**src/rtl/calc_pkg.sv**
```systemverilog
`default_nettype none

package calc_pkg;

    localparam int data_width    = 16;                          // Operand and result width
    localparam int digit_width   = 4;                           // One BCD keypad digit
    localparam int add_sub_steps = 4;                           // Adder works a nibble per step
    localparam int mult_steps    = 16;                          // Multiplier works a bit per step
    localparam int nibble_width  = data_width / add_sub_steps;  // Adder slice width

    // Keypad operator codes
    typedef enum logic [1:0] {
        op_add = 2'b00,
        op_sub = 2'b01,
        op_mul = 2'b11
    } calc_op_t;

    // One job for an arithmetic unit
    typedef struct packed {
        logic [data_width-1:0] operand_a;   // First operand, multiplicand
        logic [data_width-1:0] operand_b;   // Second operand, multiplier
        logic                  subtract;    // Adder only
    } unit_req_t;

    // Unit answer, valid with finish
    typedef struct packed {
        logic [data_width-1:0] result;
    } unit_resp_t;

endpackage

`default_nettype wire

```
**src/rtl/calc_control.sv**
```systemverilog
`timescale 1ns/1ps
`default_nettype none

module calc_control import calc_pkg::*; (
    input  logic                   clk,
    input  logic                   nRST,
    input  logic                   key_valid,     // Digit strobe
    input  logic [digit_width-1:0] key_digit,     // 0 to 9
    input  logic                   op_valid,      // Operator strobe
    input  calc_op_t               op,
    input  logic                   equal_valid,   // Equal strobe
    input  logic                   add_finish,
    input  logic                   mul_finish,
    input  unit_resp_t             resp_add,
    input  unit_resp_t             resp_mul,
    output unit_req_t              req,           // Shared by both units
    output logic                   add_start,
    output logic                   mul_start,
    output logic                   complete,      // One cycle per result
    output logic [data_width-1:0]  result         // Held until next complete
);

    typedef enum logic [2:0] {
        get_first   = 3'b000,   // Building operand a
        get_second  = 3'b001,   // Building operand b
        dispatch    = 3'b010,   // Start strobe to one unit
        wait_unit   = 3'b011,   // Unit busy
        show_result = 3'b100    // Complete strobe
    } state_t;

    state_t                state_q;
    state_t                state_d;
    calc_op_t              op_q;            // Latched operator
    logic [data_width-1:0] operand_a_q;
    logic [data_width-1:0] operand_b_q;
    logic                  use_mul;         // Job goes to multiplier
    logic                  unit_finish;     // Finish of the started unit
    logic [data_width-1:0] unit_result;

    // Times ten as value * 8 plus value * 2, then the digit, wrapping at 2^16
    function automatic logic [data_width-1:0] shift_in_digit(
        input logic [data_width-1:0]  value,
        input logic [digit_width-1:0] digit
    );
        return (value << 3) + (value << 1) + {{(data_width - digit_width){1'b0}}, digit};
    endfunction

    assign use_mul     = (op_q == op_mul);
    assign unit_finish = use_mul ? mul_finish : add_finish;         // Only the started one
    assign unit_result = use_mul ? resp_mul.result : resp_add.result;

    // Operands go out straight from the entry registers
    assign req = '{
        operand_a: operand_a_q,
        operand_b: operand_b_q,
        subtract:  (op_q == op_sub)
    };

    assign add_start = (state_q == dispatch) && !use_mul;
    assign mul_start = (state_q == dispatch) && use_mul;
    assign complete  = (state_q == show_result);

    // Key beats op beats equal when strobes collide
    always_comb begin
        state_d = state_q;
        case (state_q)
            get_first: begin
                if (!key_valid && op_valid) begin
                    state_d = get_second;                           // Equal ignored here
                end
            end
            get_second: begin
                if (!key_valid && !op_valid && equal_valid) begin
                    state_d = dispatch;
                end
            end
            dispatch:    state_d = wait_unit;
            wait_unit: begin
                if (unit_finish) begin
                    state_d = show_result;
                end
            end
            show_result: state_d = get_first;
            default:     state_d = get_first;
        endcase
    end

    always_ff @(posedge clk or posedge nRST) begin
        if (nRST) begin
            state_q     <= get_first;
            op_q        <= op_add;
            operand_a_q <= '0;
            operand_b_q <= '0;
            result      <= '0;
        end else begin
            state_q <= state_d;
            case (state_q)
                get_first: begin
                    if (key_valid) begin
                        operand_a_q <= shift_in_digit(operand_a_q, key_digit);
                    end else if (op_valid) begin
                        op_q        <= op;
                        operand_b_q <= '0;                          // Fresh second operand
                    end
                end
                get_second: begin
                    if (key_valid) begin
                        operand_b_q <= shift_in_digit(operand_b_q, key_digit);
                    end
                end
                wait_unit: begin
                    if (unit_finish) begin
                        result <= unit_result;
                    end
                end
                show_result: begin
                    operand_a_q <= '0;                              // Next entry starts clean
                    operand_b_q <= '0;
                end
                default: ;
            endcase
        end
    end

    // Keypad only ever sends decimal digits while entry is open
    a_key_decimal: assert property (@(posedge clk) disable iff (nRST)
        (key_valid && (state_q == get_first || state_q == get_second))
            |-> (key_digit <= 9))
        else $error("key_digit above 9 accepted");

endmodule

`default_nettype wire

```
**src/rtl/serial_add_sub.sv**
```systemverilog
`timescale 1ns/1ps
`default_nettype none

module serial_add_sub import calc_pkg::*; (
    input  logic       clk,
    input  logic       nRST,
    input  logic       start,
    input  unit_req_t  req,
    output logic       finish,   // Result valid this cycle
    output unit_resp_t resp
);

    typedef logic [$clog2(add_sub_steps)-1:0] step_t;

    logic [data_width-1:0]   a_q;         // Nibbles of a still to add
    logic [data_width-1:0]   b_q;         // Nibbles of b still to add
    logic [data_width-1:0]   sum_q;       // Filled from the top
    logic [data_width-1:0]   b_eff;       // b, inverted for subtract
    logic [data_width-1:0]   a_src;
    logic [data_width-1:0]   b_src;
    logic                    carry_q;
    logic                    carry_in;
    logic [nibble_width:0]   nib_sum;     // Nibble plus carry out
    logic                    busy_q;
    step_t                   step_q;
    logic                    last_step;

    assign b_eff = req.subtract ? ~req.operand_b : req.operand_b;

    // First nibble is taken off the request bus in the start cycle
    assign a_src    = start ? req.operand_a : a_q;
    assign b_src    = start ? b_eff : b_q;
    assign carry_in = start ? req.subtract : carry_q;     // Plus one for two's complement

    assign nib_sum = {1'b0, a_src[nibble_width-1:0]}
                   + {1'b0, b_src[nibble_width-1:0]}
                   + {{nibble_width{1'b0}}, carry_in};

    assign last_step   = busy_q && (step_q == step_t'(add_sub_steps - 1));
    assign resp.result = sum_q;

    always_ff @(posedge clk or posedge nRST) begin
        if (nRST) begin
            busy_q <= 1'b0;
            step_q <= '0;
            finish <= 1'b0;
        end else begin
            finish <= last_step;                          // Sum complete next cycle
            if (start) begin
                busy_q <= 1'b1;
                step_q <= step_t'(1);                     // Step 0 done at start
            end else if (busy_q) begin
                step_q <= step_q + 1'b1;
                if (last_step) begin
                    busy_q <= 1'b0;
                end
            end
        end
    end

    always_ff @(posedge clk) begin
        if (start || busy_q) begin
            a_q     <= a_src >> nibble_width;
            b_q     <= b_src >> nibble_width;
            carry_q <= nib_sum[nibble_width];
            sum_q   <= {nib_sum[nibble_width-1:0], sum_q[data_width-1:nibble_width]};
        end
    end

    // Controller waits for finish before the next job
    a_no_restart: assert property (@(posedge clk) disable iff (nRST)
        start |-> !busy_q)
        else $error("serial_add_sub started while busy");

endmodule

`default_nettype wire

```
**src/rtl/shift_multiplier.sv**
```systemverilog
`timescale 1ns/1ps
`default_nettype none

module shift_multiplier import calc_pkg::*; (
    input  logic       clk,
    input  logic       nRST,
    input  logic       start,
    input  unit_req_t  req,      // subtract unused here
    output logic       finish,   // Product valid this cycle
    output unit_resp_t resp
);

    typedef logic [$clog2(mult_steps)-1:0] step_t;

    logic [data_width-1:0] mcand_q;      // Multiplicand, shifted left each step
    logic [data_width-1:0] mplier_q;     // Multiplier, shifted right each step
    logic [data_width-1:0] acc_q;        // Low half of the product
    logic [data_width-1:0] mcand_src;
    logic [data_width-1:0] mplier_src;
    logic [data_width-1:0] acc_src;
    logic [data_width-1:0] partial;      // Shifted multiplicand or zero
    logic                  busy_q;
    step_t                 step_q;
    logic                  last_step;

    // Bit 0 is handled in the start cycle straight from the request
    assign mcand_src  = start ? req.operand_a : mcand_q;
    assign mplier_src = start ? req.operand_b : mplier_q;
    assign acc_src    = start ? '0 : acc_q;

    assign partial = mplier_src[0] ? mcand_src : '0;

    assign last_step   = busy_q && (step_q == step_t'(mult_steps - 1));
    assign resp.result = acc_q;

    always_ff @(posedge clk or posedge nRST) begin
        if (nRST) begin
            busy_q <= 1'b0;
            step_q <= '0;
            finish <= 1'b0;
        end else begin
            finish <= last_step;
            if (start) begin
                busy_q <= 1'b1;
                step_q <= step_t'(1);
            end else if (busy_q) begin
                step_q <= step_q + 1'b1;           // Wraps to 0 on the last bit
                if (last_step) begin
                    busy_q <= 1'b0;
                end
            end
        end
    end

    // Bits above 15 fall off, product is taken mod 2^16
    always_ff @(posedge clk) begin
        if (start || busy_q) begin
            acc_q    <= acc_src + partial;
            mcand_q  <= mcand_src << 1;
            mplier_q <= mplier_src >> 1;
        end
    end

    // Controller waits for finish before the next job
    a_no_restart: assert property (@(posedge clk) disable iff (nRST)
        start |-> !busy_q)
        else $error("shift_multiplier started while busy");

endmodule

`default_nettype wire

```
**src/rtl/calc_top.sv**
```systemverilog
`timescale 1ns/1ps
`default_nettype none

module calc_top import calc_pkg::*; (
    input  logic                   clk,
    input  logic                   nRST,
    input  logic                   key_valid,
    input  logic [digit_width-1:0] key_digit,
    input  logic                   op_valid,
    input  calc_op_t               op,
    input  logic                   equal_valid,
    output logic                   complete,
    output logic [data_width-1:0]  result
);

    unit_req_t  req;          // Fans out to both units
    logic       add_start;
    logic       mul_start;
    logic       add_finish;
    logic       mul_finish;
    unit_resp_t resp_add;
    unit_resp_t resp_mul;

    calc_control u_control (
        .clk         (clk),
        .nRST        (nRST),
        .key_valid   (key_valid),
        .key_digit   (key_digit),
        .op_valid    (op_valid),
        .op          (op),
        .equal_valid (equal_valid),
        .add_finish  (add_finish),
        .mul_finish  (mul_finish),
        .resp_add    (resp_add),
        .resp_mul    (resp_mul),
        .req         (req),
        .add_start   (add_start),
        .mul_start   (mul_start),
        .complete    (complete),
        .result      (result)
    );

    // Add and subtract, 4 cycles
    serial_add_sub u_add_sub (
        .clk    (clk),
        .nRST   (nRST),
        .start  (add_start),
        .req    (req),
        .finish (add_finish),
        .resp   (resp_add)
    );

    // Multiply, 16 cycles
    shift_multiplier u_mult (
        .clk    (clk),
        .nRST   (nRST),
        .start  (mul_start),
        .req    (req),
        .finish (mul_finish),
        .resp   (resp_mul)
    );

endmodule

`default_nettype wire

```
**config.mk**
```make
export PLATFORM = sky130hd
export DESIGN_NAME = calc_top
export DESIGN_NICKNAME = d
export VERILOG_FILES = /design/src/rtl/calc_pkg.sv /design/src/rtl/calc_control.sv /design/src/rtl/serial_add_sub.sv /design/src/rtl/shift_multiplier.sv /design/src/rtl/calc_top.sv
export SDC_FILE = /design/constraint.sdc
export NUM_CORES = 1
export LEC_CHECK = 0
export BUFFER_PORTS_ARGS = -buffer_cell sky130_fd_sc_hd__buf_2
export CELL_PAD_IN_SITES_DETAIL_PLACEMENT = 0
export CELL_PAD_IN_SITES_GLOBAL_PLACEMENT = 1
export CORE_UTILIZATION = 45
export CTS_CLUSTER_DIAMETER = 80
export DETAILED_ROUTE_END_ITERATION = 8
export HOLD_SLACK_MARGIN = 0.05
export PLACE_DENSITY_LB_ADDON = 0.1
export SYNTH_ARGS = -nofsm -noshare
export SYNTH_HDL_FRONTEND = slang
export SYNTH_SLANG_ARGS = --single-unit
```
**constraint.sdc**
```tcl
create_clock -name clk -period 8.55 [get_ports clk]
set_clock_uncertainty 0.15 [all_clocks]
set_input_delay 2.565 -clock clk [delete_from_list [all_inputs] [get_ports clk]]
set_output_delay 2.565 -clock clk [all_outputs]
set_load 0.02 [all_outputs]
```
; ---- Word level (Yosys, flattened, before mapping)
; Index checks and enable logic that the tools add are counted.
[classes]
n_eq_ne = 15
reduce_logical = 22
muxes = 30
n_bitwise = 2
n_addsub = 9
[op_table]
columns = op, n
row1 = two-way mux 16 bit, 9
row2 = adder 16 bit, 3
row3 = case mux 16 bit (3 select lines), 1
row4 = adder 16 x 4 -> 16 bit, 2
row5 = case mux 16 bit (2 select lines), 1
row6 = two-way mux 12 bit, 2
row7 = inverter 16 bit, 1
row8 = two-way mux 15 bit, 1
row9 = case mux 3 bit (4 select lines), 1
row10 = two-way mux 3 bit, 3
row11 = two-way mux 1 bit, 8
row12 = two-way mux 4 bit, 2
row13 = "!= test 2 bit, second input constant", 4
row14 = logical AND 1 bit, 7
row15 = "equality test 3 x 2 -> 1 bit, second input constant", 2
row16 = "!= test 2 x 1 -> 1 bit, second input constant", 3
row17 = AND reduction 3 bit, 2
row18 = nonzero test 2 bit, 3
row19 = adder 4 x 4 -> 5 bit, 1
row20 = adder 5 x 1 -> 5 bit, 1
row21 = "adder 4 x 1 -> 4 bit, second input constant", 1
row22 = "equality test 2 bit, second input constant", 2
row23 = "equality test 4 bit, second input constant", 1
row24 = two-way mux 2 bit, 2
row25 = 11 further kinds, 15
[word_totals]
ff_bits = 150
output_inout_bits = 17
in_bits = 11
word_cells = 99

; ---- Longest topological paths before layout
; Gate-level depths: netlist (run 1).
[logic_depth]
depth_word = 6
depth_mapped = 16
ltp_nobuf = 13

; ---- By module
; Synthesis (run 1) repeated with hierarchy kept, for this count alone.
[hier_totals]
cells_unflattened = 743
area_unflattened_um2 = 8719.6
[modules_own_cells]
columns = module, area_per_inst_um2, cells_per_inst, seq_area_each_um2, n_inst
row1 = calc_control, 3657.3, 358, 1326.3, 1
row2 = shift_multiplier, 3014.1, 246, 1531.5, 1
row3 = serial_add_sub, 2048.2, 139, 1331.3, 1

; ---- Least setup slack after synthesis (run 1)
; Ideal clock, no wire load.
[synth_path]
path_type = input port to flip-flop
startpoint = input port key_digit[3]
endpoint = register u_control.operand_a_q[15]
path_buffers = 0
setup_slack_ns = 3.553
setup_ns = 0.121
cell_stages = 11
required_time_ns = 8.279
arrival_time_ns = 4.726
path_cell_list = inv_1 -> fa_1 -> inv_1 -> ha_1 -> a21o_1 -> a21oi_2 -> o211ai_1 -> a311o_1 -> o22ai_2 -> xnor2_1 -> a22o_1
[synth_between]
elab_chain_cells = 3
[synth_rtl]
columns = item, line
row1 = start: declaration, calc_top.sv:8  ; input logic [digit_width-1:0] key_digit,
row2 = adder 16 x 4 -> 16 bit, calc_control.sv:45  ; return (value << 3) + (value << 1) + {{(data_width - digit_width){1'b0}}, digit};
row3 = two-way mux 16 bit, calc_control.sv:99  ; if (key_valid) begin
row4 = case mux 16 bit (2 select lines), calc_control.sv:97  ; case (state_q)
row5 = end signal: assignment, calc_control.sv:100  ; operand_a_q <= shift_in_digit(operand_a_q, key_digit);
row6 = end: declaration, calc_control.sv:34  ; logic [data_width-1:0] operand_a_q;
; Every way passes these cells. The select of a mux whose other input is x is not followed.
; A chain may end at the register's enable or synchronous reset.

; ---- Final worst setup path (run 1)
[layout_path]
startpoint = input port key_digit[3]
endpoint = register u_control.operand_a_q[14]
; The elaborated chain is that of the path after synthesis.

==> impl_metrics.env, run 1 <==
export IMPL_status="finished clean"
export IMPL_synth_edff_count=87
export IMPL_multi_input_area_sq_um=4250
export IMPL_drive_above_1_share_pct=10.0
export IMPL_ys_ff_latch=150
export IMPL_p_leak_nw=4.47
export IMPL_clockRootBuffer="clkbuf_16"
export IMPL_io_pins=28
export IMPL_setup_tns_ns=0
export IMPL_critical_path_required_ns=8.71
export IMPL_cts_tree="built"
export IMPL_row_count=50
export IMPL_ys_types=56
export IMPL_synth_flop_cell="edfxtp_1"
export IMPL_hpwlAfterDp_um=13300
export IMPL_drc=0
export IMPL_grt_overflow_total=0
export IMPL_vias_per_cell=5.36
export IMPL_die_w_um=141
export IMPL_area_delta_synth_final_pct=10.8
export IMPL_ctsHoldBuffers=0
export IMPL_critical_path_class="input port to register"
export IMPL_powerDensity_nw_per_um2=468
export IMPL_setup_viol=0
export IMPL_clock_latency_ns=0.42
export IMPL_tightest_slew_ns=1.03
export IMPL_synth_seq_area_share_pct=48.3
export IMPL_clk_path_buf_depth=2
export IMPL_drt_iter0_drc=344
export IMPL_postRouteAntennaNets=0
export IMPL_synth_nets=916
export IMPL_postCtsSetupBuffers=0
export IMPL_cts_resized=0
export IMPL_critPathCaptureType="register"
export IMPL_die_area_sq_um=19800
export IMPL_grt_pass1_wl_um=30600
export IMPL_cts_buffers=17
export IMPL_async_flop_share_pct=42.0
export IMPL_cts_clk_slew_worst_paths_ns=0.06
export IMPL_grt_max_degree=64
export IMPL_worst_ep_arrival_time_ns=4.95
export IMPL_regArea_sq_um=4190
export IMPL_final_common_cell="nand2_1"
export IMPL_dr_pass1_iters=5
export IMPL_crit_path_max_fanout=3
export IMPL_slew_viol_final=0
export IMPL_antenna_found_initial=0
export IMPL_netlist_instances=826
export IMPL_period_minus_slack_ns=4.79
export IMPL_routabilityCongestion=0.805
export IMPL_rsz0062_at_grt="false"
export IMPL_num_fill_cells=1709
export IMPL_die_h_um=141
export IMPL_via_count=5862
export IMPL_timing_final_crit_share_pct=56.0
export IMPL_grt_pass1_vias=5801
export IMPL_hold_path_class="register to register"
export IMPL_drv_cap=0
export IMPL_relSlewSlack_pct=31.0
export IMPL_clkSinkCount=150
export IMPL_antennaDiodeCount=0
export IMPL_synth_warnings=0
export IMPL_start_util_pct=46.2
export IMPL_wl_um=18200
export IMPL_p_total_mw=4.50
export IMPL_vdd_drop_max_mv=0.190
export IMPL_netlist_area_sq_um=8670
export IMPL_cp_start_kind="input port"
export IMPL_final_cell_mix="174 x nand2_1, 87 x edfxtp_1, 72 x ha_1"
export IMPL_htreeDepth=4
export IMPL_coreArea_sq_um=18800
export IMPL_port_buffers=27
export IMPL_wl_per_cell_um=16.6
export IMPL_fmax_mhz=209
export IMPL_hold_violations=0
export IMPL_avgSynthCellArea_sq_um=10.5
export IMPL_final_net_count=936
export IMPL_grt_use_total_pct=20.0
==> per-layer routing <==
metal / track usage, % / vias to the layer above / part of all wire [%]
met3: 3.67 / 14 / 2.6
met1: 29.8 / 2803 / 53
met4: 5.26 / 0 / 0.95
met2: 29.8 / 87 / 44
li1: - / 2958 / -
met5: 0 / - / 0
==> synth_stat cells, drive strengths merged (2+ instances only) <==
cell type	count	area, sq um
a21o	22	165
mux2	2	22.5
xor2	16	140
clkbuf	17	63.8
a211oi	5	42.5
buf	16	82.6
or3	2	12.5
a22o	25	219
ha	72	901
a21oi	42	221
mux2i	20	200
nor3b	2	15.0
dfrtp	63	1580
fa	7	140
o21a	8	67.6
o22ai	2	25.0
o31ai	2	15.0
a31o	2	35.0
o21ai	57	300
nor3	4	20.0
nand3	9	45.0
nand4	5	31.3
a31oi	8	65.1
xnor2	45	394
inv	25	93.8
and2b	2	16.3
nor2b	8	57.6
and2	22	138
nand2	177	667
nor2	34	130
nand2b	6	37.5
edfxtp	87	2610
==> worst max-delay path: stages <==
cell	delay, ns
buf_2	0.07
inv_1	0.07
fa_1	0.54
fa_1	0.48
nor2b_1	0.12
o21ai_0	0.11
o21ai_0	0.37
a21oi_1	0.17
a21oi_1	0.19
xor2_1	0.09
a22o_1	0.18
==> cell families (layout without fill, tap and decap cells) <==
kind of cell               after synthesis  count (layout)  synth area share [%]
and+or+nand+nor                        274             274                  14.0
AOI/OAI and AO/OA                      182             182                  14.2
DFF                                    150             150                  48.3
adders and majority gates               79              79                  12.0
xor gates and xnor gates                61              61                  6.16
buffers and inverters                   58              91                  2.77
muxes                                   22              22                  2.57
==> power breakdown <==
group | internal, mW | leakage, nW | switching, mW | total, mW
logic | 0.945 | 2.54 | 1.28 | 2.22
registers | 1.27 | 1.63 | 0.262 | 1.53
clock network | 0.459 | 0.296 | 0.287 | 0.746
total | 2.67 | 4.47 | 1.83 | 4.50
==> stage by stage <==
step / cell area [sq um] / hold WS, ns / worst slack, ns / std cells / utilization (%)
finish: 9610 / 0.302 / 3.76 / 1093 / 51.2
global route: 9610 / 0.322 / 3.59 / 1093 / 51.2
floorplan: 8670 / 0.276 / 3.55 / 826 / -
global placement: 9020 / 0.284 / 3.34 / 1061 / 48.0
detailed placement: 9020 / 0.287 / 3.32 / 1061 / 48.0
CTS: 9610 / 0.301 / 3.76 / 1093 / 51.2
==> state kept, by name (all words and copies together), names as in the netlist, 2 cells and up <==
| signal | count |
|---|---|
| u_control.operand_b_q | 16 |
| u_add_sub.step_q | 2 |
| u_mult.mplier_q | 15 |
| u_add_sub.a_q | 12 |
| u_mult.step_q | 4 |
| u_control.state_q | 3 |
| u_control.result | 16 |
| u_control.operand_a_q | 16 |
| u_control.op_q | 2 |
| u_mult.mcand_q | 15 |
| u_add_sub.b_q | 12 |
| u_add_sub.resp | 16 |
| u_mult.resp | 16 |
==> area by class of cell <==
class / count / share of cell area [%]
multi-input cells: 618 / 44.3
clock buffers: 26 / 5.53
inverters: 25 / 0.977
flip-flops and latches: 150 / 43.6
repair buffers: 34 / 1.95
clock inverters: 6 / 0.625
well taps: 234 / 3.05
==> path summary, 6_finish.rpt <==
path / startpoint / endpoint / slack (ns) / cells past startpoint
setup / recovery: key_digit[3] / u_control.operand_a_q[14] / 3.76 / 11
hold / removal: u_add_sub.resp[4] / u_add_sub.resp[0] / 0.30 / 0
setup reg to reg: u_control.state_q[0] / u_mult.resp[15] / 4.10 / 13
hold reg to reg: u_add_sub.resp[4] / u_add_sub.resp[0] / 0.30 / 0
max in group asynchronous: nRST / u_control.operand_a_q[15] / 5.49 / 3
min in group asynchronous: nRST / u_mult.step_q[3] / 2.22 / 3
Power figures use the tool's default switching activity.
==> inputs of run 2 (changes only) <==
==> constraint.sdc (replaced) <==
create_clock -name clk -period 4.8 [get_ports clk]
set_clock_uncertainty 0.15 [all_clocks]
set_input_delay 1.44 -clock clk [delete_from_list [all_inputs] [get_ports clk]]
set_output_delay 1.44 -clock clk [all_outputs]
set_load 0.02 [all_outputs]
==> run 2 against run 1 <==
Register-to-register slack worse by 3.2 ns. Worst hold slack better by 0.0036 ns. Utilization grew 0.51 points.
==> impl_metrics.env, run 2 (synthesis results as in run 1) <==
export IMPL_status="finished clean"
export IMPL_postCtsSetupBuffers=0
export IMPL_wl_per_cell_um=16.5
export IMPL_slew_viol_final=0
export IMPL_clock_latency_ns=0.43
export IMPL_cts_resized=0
export IMPL_grt_pass1_wl_um=29900
export IMPL_cts_clk_slew_worst_paths_ns=0.06
export IMPL_num_fill_cells=1690
export IMPL_htreeDepth=4
export IMPL_p_leak_nw=4.52
export IMPL_cp_start_kind="register"
export IMPL_critPathCaptureType="register"
export IMPL_vias_per_cell=5.35
export IMPL_p_int_mw=4.86
export IMPL_start_util_pct=46.2
export IMPL_drt_iter0_drc=312
export IMPL_relSlewSlack_pct=23.7
export IMPL_dr_pass1_iters=5
export IMPL_postRouteAntennaNets=0
export IMPL_tightest_slew_ns=1.14
export IMPL_die_h_um=141
export IMPL_hold_violations=0
export IMPL_antenna_found_initial=0
export IMPL_via_count=5868
export IMPL_setup_tns_ns=0
export IMPL_rsz0062_at_grt="false"
export IMPL_ctsHoldBuffers=0
export IMPL_clockRootBuffer="clkbuf_16"
export IMPL_wl_um=18100
export IMPL_final_net_count=940
export IMPL_clkSinkCount=150
export IMPL_critical_path_class="register to register"
export IMPL_die_area_sq_um=19800
export IMPL_r2r_slack_ns=0.90
export IMPL_grt_pass1_vias=5809
export IMPL_pwr_share_clk_pct=17.6
export IMPL_die_w_um=141
export IMPL_crit_path_max_fanout=39
export IMPL_vdd_drop_max_mv=0.355
export IMPL_switching_share_pct=39.8
export IMPL_routabilityCongestion=0.847
export IMPL_timing_final_crit_share_pct=81.3
export IMPL_drv_cap=0
export IMPL_port_buffers=27
export IMPL_row_count=50
export IMPL_coreArea_sq_um=18800
export IMPL_critical_path_required_ns=4.83
export IMPL_grt_use_total_pct=19.7
export IMPL_powerDensity_nw_per_um2=833
export IMPL_drive_above_1_share_pct=10.8
export IMPL_cts_buffers=17
export IMPL_final_cell_mix="174 x nand2_1, 87 x edfxtp_1, 72 x ha_1"
export IMPL_worst_ep_arrival_time_ns=3.93
export IMPL_period_minus_slack_ns=3.90
export IMPL_antennaDiodeCount=0
export IMPL_seqPwrFrac_pct=33.8
export IMPL_pwr_share_comb_pct=48.6
export IMPL_grt_overflow_total=0
export IMPL_hpwlAfterDp_um=13200
export IMPL_p_total_mw=8.08
export IMPL_setup_viol=0
export IMPL_area_delta_synth_final_pct=11.9
export IMPL_drc=0
export IMPL_fmax_mhz=256
export IMPL_clk_path_buf_depth=2
export IMPL_switchingPower_mw=3.22
export IMPL_grt_max_degree=47
export IMPL_cts_tree="built"
export IMPL_io_pins=28
export IMPL_final_common_cell="nand2_1"
export IMPL_hold_path_class="register to register"
[run 2: critical path, cell delays in order, from the launching register on]
cell and delay (ns):
dfrtp_1 0.54, nor2_1 0.14, nand4_1 0.25, buf_4 0.42
nand2_1 0.13, a21oi_1 0.38, ha_1 0.31, a21o_1 0.20
a21oi_2 0.20, o21ai_2 0.12, a31o_4 0.27, a31o_4 0.27
o22ai_2 0.18, xnor2_1 0.09
[run 2: final cells by class]
class | instances | area [sq um] | area share, %
Clock buffer | 28 | 612 | 6.31
Tap cell | 234 | 293 | 3.02
Clock inverter | 4 | 45.0 | 0.464
Sequential cell | 150 | 4190 | 43.2
Multi-Input combinational cell | 618 | 4250 | 43.8
Inverter | 25 | 93.8 | 0.967
Timing Repair Buffer | 38 | 218 | 2.24
[run 2: power groups by stage]
stage | Clock (mW) | Combinational [mW] | Sequential [mW]
finish | 1.42 | 3.93 | 2.73
global route | 1.49 | 4.43 | 2.81
CTS | 1.45 | 3.95 | 2.74
detailed placement | 0 | 3.93 | 2.76
global placement | 0 | 3.88 | 2.74
floorplan | 0 | 3.11 | 2.63
[run 2: layer usage]
layer | up-vias | GRT usage [%] | routed length (um)
met2 | 95 | 29.6 | 7840
met4 | 0 | 6.69 | 199
met5 | - | 0 | 0
li1 | 2970 | - | -
met1 | 2789 | 28.8 | 9590
met3 | 14 | 3.16 | 463
[run 2: final timing paths]
check	start	end	cells after the start
min in group asynchronous	nRST	u_control.state_q[0]	2
max	u_control.state_q[0]	u_mult.resp[15]	13
min	u_add_sub.resp[9]	u_add_sub.resp[5]	0
max in group asynchronous	nRST	u_control.operand_b_q[8]	3
min reg2reg	u_add_sub.resp[9]	u_add_sub.resp[5]	0
max reg2reg	u_control.state_q[0]	u_mult.resp[15]	13
[run 2: stage by stage]
stage,cell area (sq um),hold slack (ns),cells,setup WS (ns),utilization [%]
after floorplan,8670,0.276,826,0.928,-
after global placement,9050,0.286,1065,0.723,48.2
after detailed placement,9050,0.292,1065,0.665,48.2
after CTS,9700,0.305,1097,0.891,51.7
after global routing,9700,0.319,1097,0.660,51.7
final,9700,0.305,1097,0.899,51.7
==> inputs of run 3 (changes only) <==
==> constraint.sdc (replaced) <==
create_clock -name clk -period 3.9 [get_ports clk]
set_clock_uncertainty 0.15 [all_clocks]
set_input_delay 1.17 -clock clk [delete_from_list [all_inputs] [get_ports clk]]
set_output_delay 1.17 -clock clk [all_outputs]
set_load 0.02 [all_outputs]
==> run 3 against run 2 <==
Sequential share of layout area decreased by 0.22 points. Maximum frequency is 5.4% higher. Largest power group unchanged. Die area stayed put. Non-clock buffer count up 17. Total power grew 23%. Clock-buffer cell count down 5. Routed wire length is 2.3% higher. Final cell count grew 1.5%. Highest routed layer unchanged. Sequential cell count unchanged. Global-route usage grew 0.73 points. Sequential power is 21% higher. Utilization grew 0.27 points.
==> impl_metrics.env, run 3 (synthesis results as in run 1) <==
export IMPL_status="finished clean"
export IMPL_final_cell_mix="174 x nand2_1, 87 x edfxtp_1, 72 x ha_1"
export IMPL_final_net_count=957
export IMPL_timing_final_crit_share_pct=94.9
export IMPL_antennaDiodeCount=0
export IMPL_coreArea_sq_um=18800
export IMPL_slew_viol_final=0
export IMPL_fmax_mhz=270
export IMPL_setup_tns_ns=0
export IMPL_cts_tree="built"
export IMPL_start_util_pct=46.2
export IMPL_cts_resized=0
export IMPL_p_total_mw=9.93
export IMPL_grt_pass1_wl_um=31300
export IMPL_rsz0062_at_grt="false"
export IMPL_p_leak_nw=4.57
export IMPL_postRouteAntennaNets=0
export IMPL_drive_above_1_share_pct=12.4
export IMPL_cp_slowest_stage_delay_ns=0.48
export IMPL_drc=0
export IMPL_ctsHoldBuffers=0
export IMPL_routabilityCongestion=0.808
export IMPL_grt_max_degree=42
export IMPL_hold_path_class="register to register"
export IMPL_critical_path_class="register to register"
export IMPL_wl_um=18500
export IMPL_vias_per_cell=5.41
export IMPL_vdd_drop_max_mv=0.405
export IMPL_drt_iter0_drc=308
export IMPL_hold_violations=0
export IMPL_die_area_sq_um=19800
export IMPL_final_common_cell="nand2_1"
export IMPL_cp_start_kind="register"
export IMPL_path_buf_inv=1
export IMPL_cts_clk_slew_worst_paths_ns=0.06
export IMPL_worst_ep_arrival_time_ns=3.72
export IMPL_period_minus_slack_ns=3.70
export IMPL_hpwlAfterDp_um=14000
export IMPL_grt_overflow_total=0
export IMPL_die_h_um=141
export IMPL_grt_pass1_vias=6064
export IMPL_via_count=6027
export IMPL_tightest_slew_ns=0.880
export IMPL_cts_buffers=17
export IMPL_antenna_found_initial=0
export IMPL_setup_viol=0
export IMPL_port_buffers=27
export IMPL_area_delta_synth_final_pct=12.5
export IMPL_powerDensity_nw_per_um2=1020
export IMPL_crit_chain="nor2_1, nand4_1, buf_4, nand2_1, a21oi_1, fa_1, a21o_1, a31oi_1, o21bai_1, a211oi_1, o21ai_0, xor2_1"
export IMPL_clk_path_buf_depth=2
export IMPL_relSlewSlack_pct=41.2
export IMPL_drv_cap=0
export IMPL_num_fill_cells=1730
export IMPL_crit_path_max_fanout=16
export IMPL_crit_slowest_cell="fa_1"
export IMPL_critical_path_required_ns=3.92
export IMPL_grt_use_total_pct=20.4
export IMPL_r2r_slack_ns=0.20
export IMPL_cp_top_family="compound AO/OA/AOI/OAI gates"
export IMPL_io_pins=28
export IMPL_clkSinkCount=150
export IMPL_wl_per_cell_um=16.6
export IMPL_dr_pass1_iters=5
export IMPL_htreeDepth=4
export IMPL_clock_latency_ns=0.43
export IMPL_postCtsSetupBuffers=0
export IMPL_clockRootBuffer="clkbuf_16"
export IMPL_critPathCaptureType="register"
export IMPL_row_count=50
export IMPL_die_w_um=141
## run 3: per-stage QoR
stage               hold slack, ns  utilization [%]  std cells  setup WS (ns)  cell area (sq um)
floorplan                    0.276                -        826          0.298               8670
detailed placement           0.289             48.9       1082          0.109               9170
finish                       0.299             52.0       1114          0.200               9750
global route                 0.315             52.0       1114         0.0581               9750
global placement             0.282             48.9       1082          0.142               9170
CTS                          0.303             52.0       1114          0.201               9750
## run 3: metal layers
| layer | vias to the layer above | track usage, % | routed length (um) | share of wire [%] |
|---|---|---|---|---|
| met5 | - | 0 | 0 | 0 |
| li1 | 2993 | - | - | - |
| met2 | 116 | 30.9 | 8100 | 44 |
| met4 | 0 | 5.38 | 206 | 1.1 |
| met1 | 2899 | 30.0 | 9540 | 52 |
| met3 | 19 | 3.67 | 663 | 3.6 |
## run 3: report_power, final
group	switching [mW]	internal [mW]	total, mW
clock network	0.644	0.945	1.59
registers	0.520	2.77	3.29
logic	2.88	2.17	5.05
total	4.05	5.89	9.93
## run 3: final cells by class
| type | count | area (sq um) | area share (%) |
|---|---|---|---|
| tap | 234 | 293 | 3.00 |
| multi-input combinational | 618 | 4250 | 43.6 |
| inverter | 25 | 93.8 | 0.962 |
| clock buffer | 23 | 522 | 5.35 |
| sequential | 150 | 4190 | 43.0 |
| timing repair buffer | 55 | 345 | 3.54 |
| clock inverter | 9 | 57.6 | 0.590 |
## run 3: path summary, 6_finish.rpt
| path | depth (start not counted) | startpoint | to |
|---|---|---|---|
| max | 12 | u_control.state_q[2] | u_mult.resp[14] |
| min in group asynchronous | 2 | nRST | u_mult.step_q[0] |
| max in group asynchronous | 3 | nRST | u_control.operand_a_q[12] |
| max reg2reg | 12 | u_control.state_q[2] | u_mult.resp[14] |
| min | 0 | u_add_sub.resp[4] | u_add_sub.resp[0] |
| min reg2reg | 0 | u_add_sub.resp[4] | u_add_sub.resp[0] |
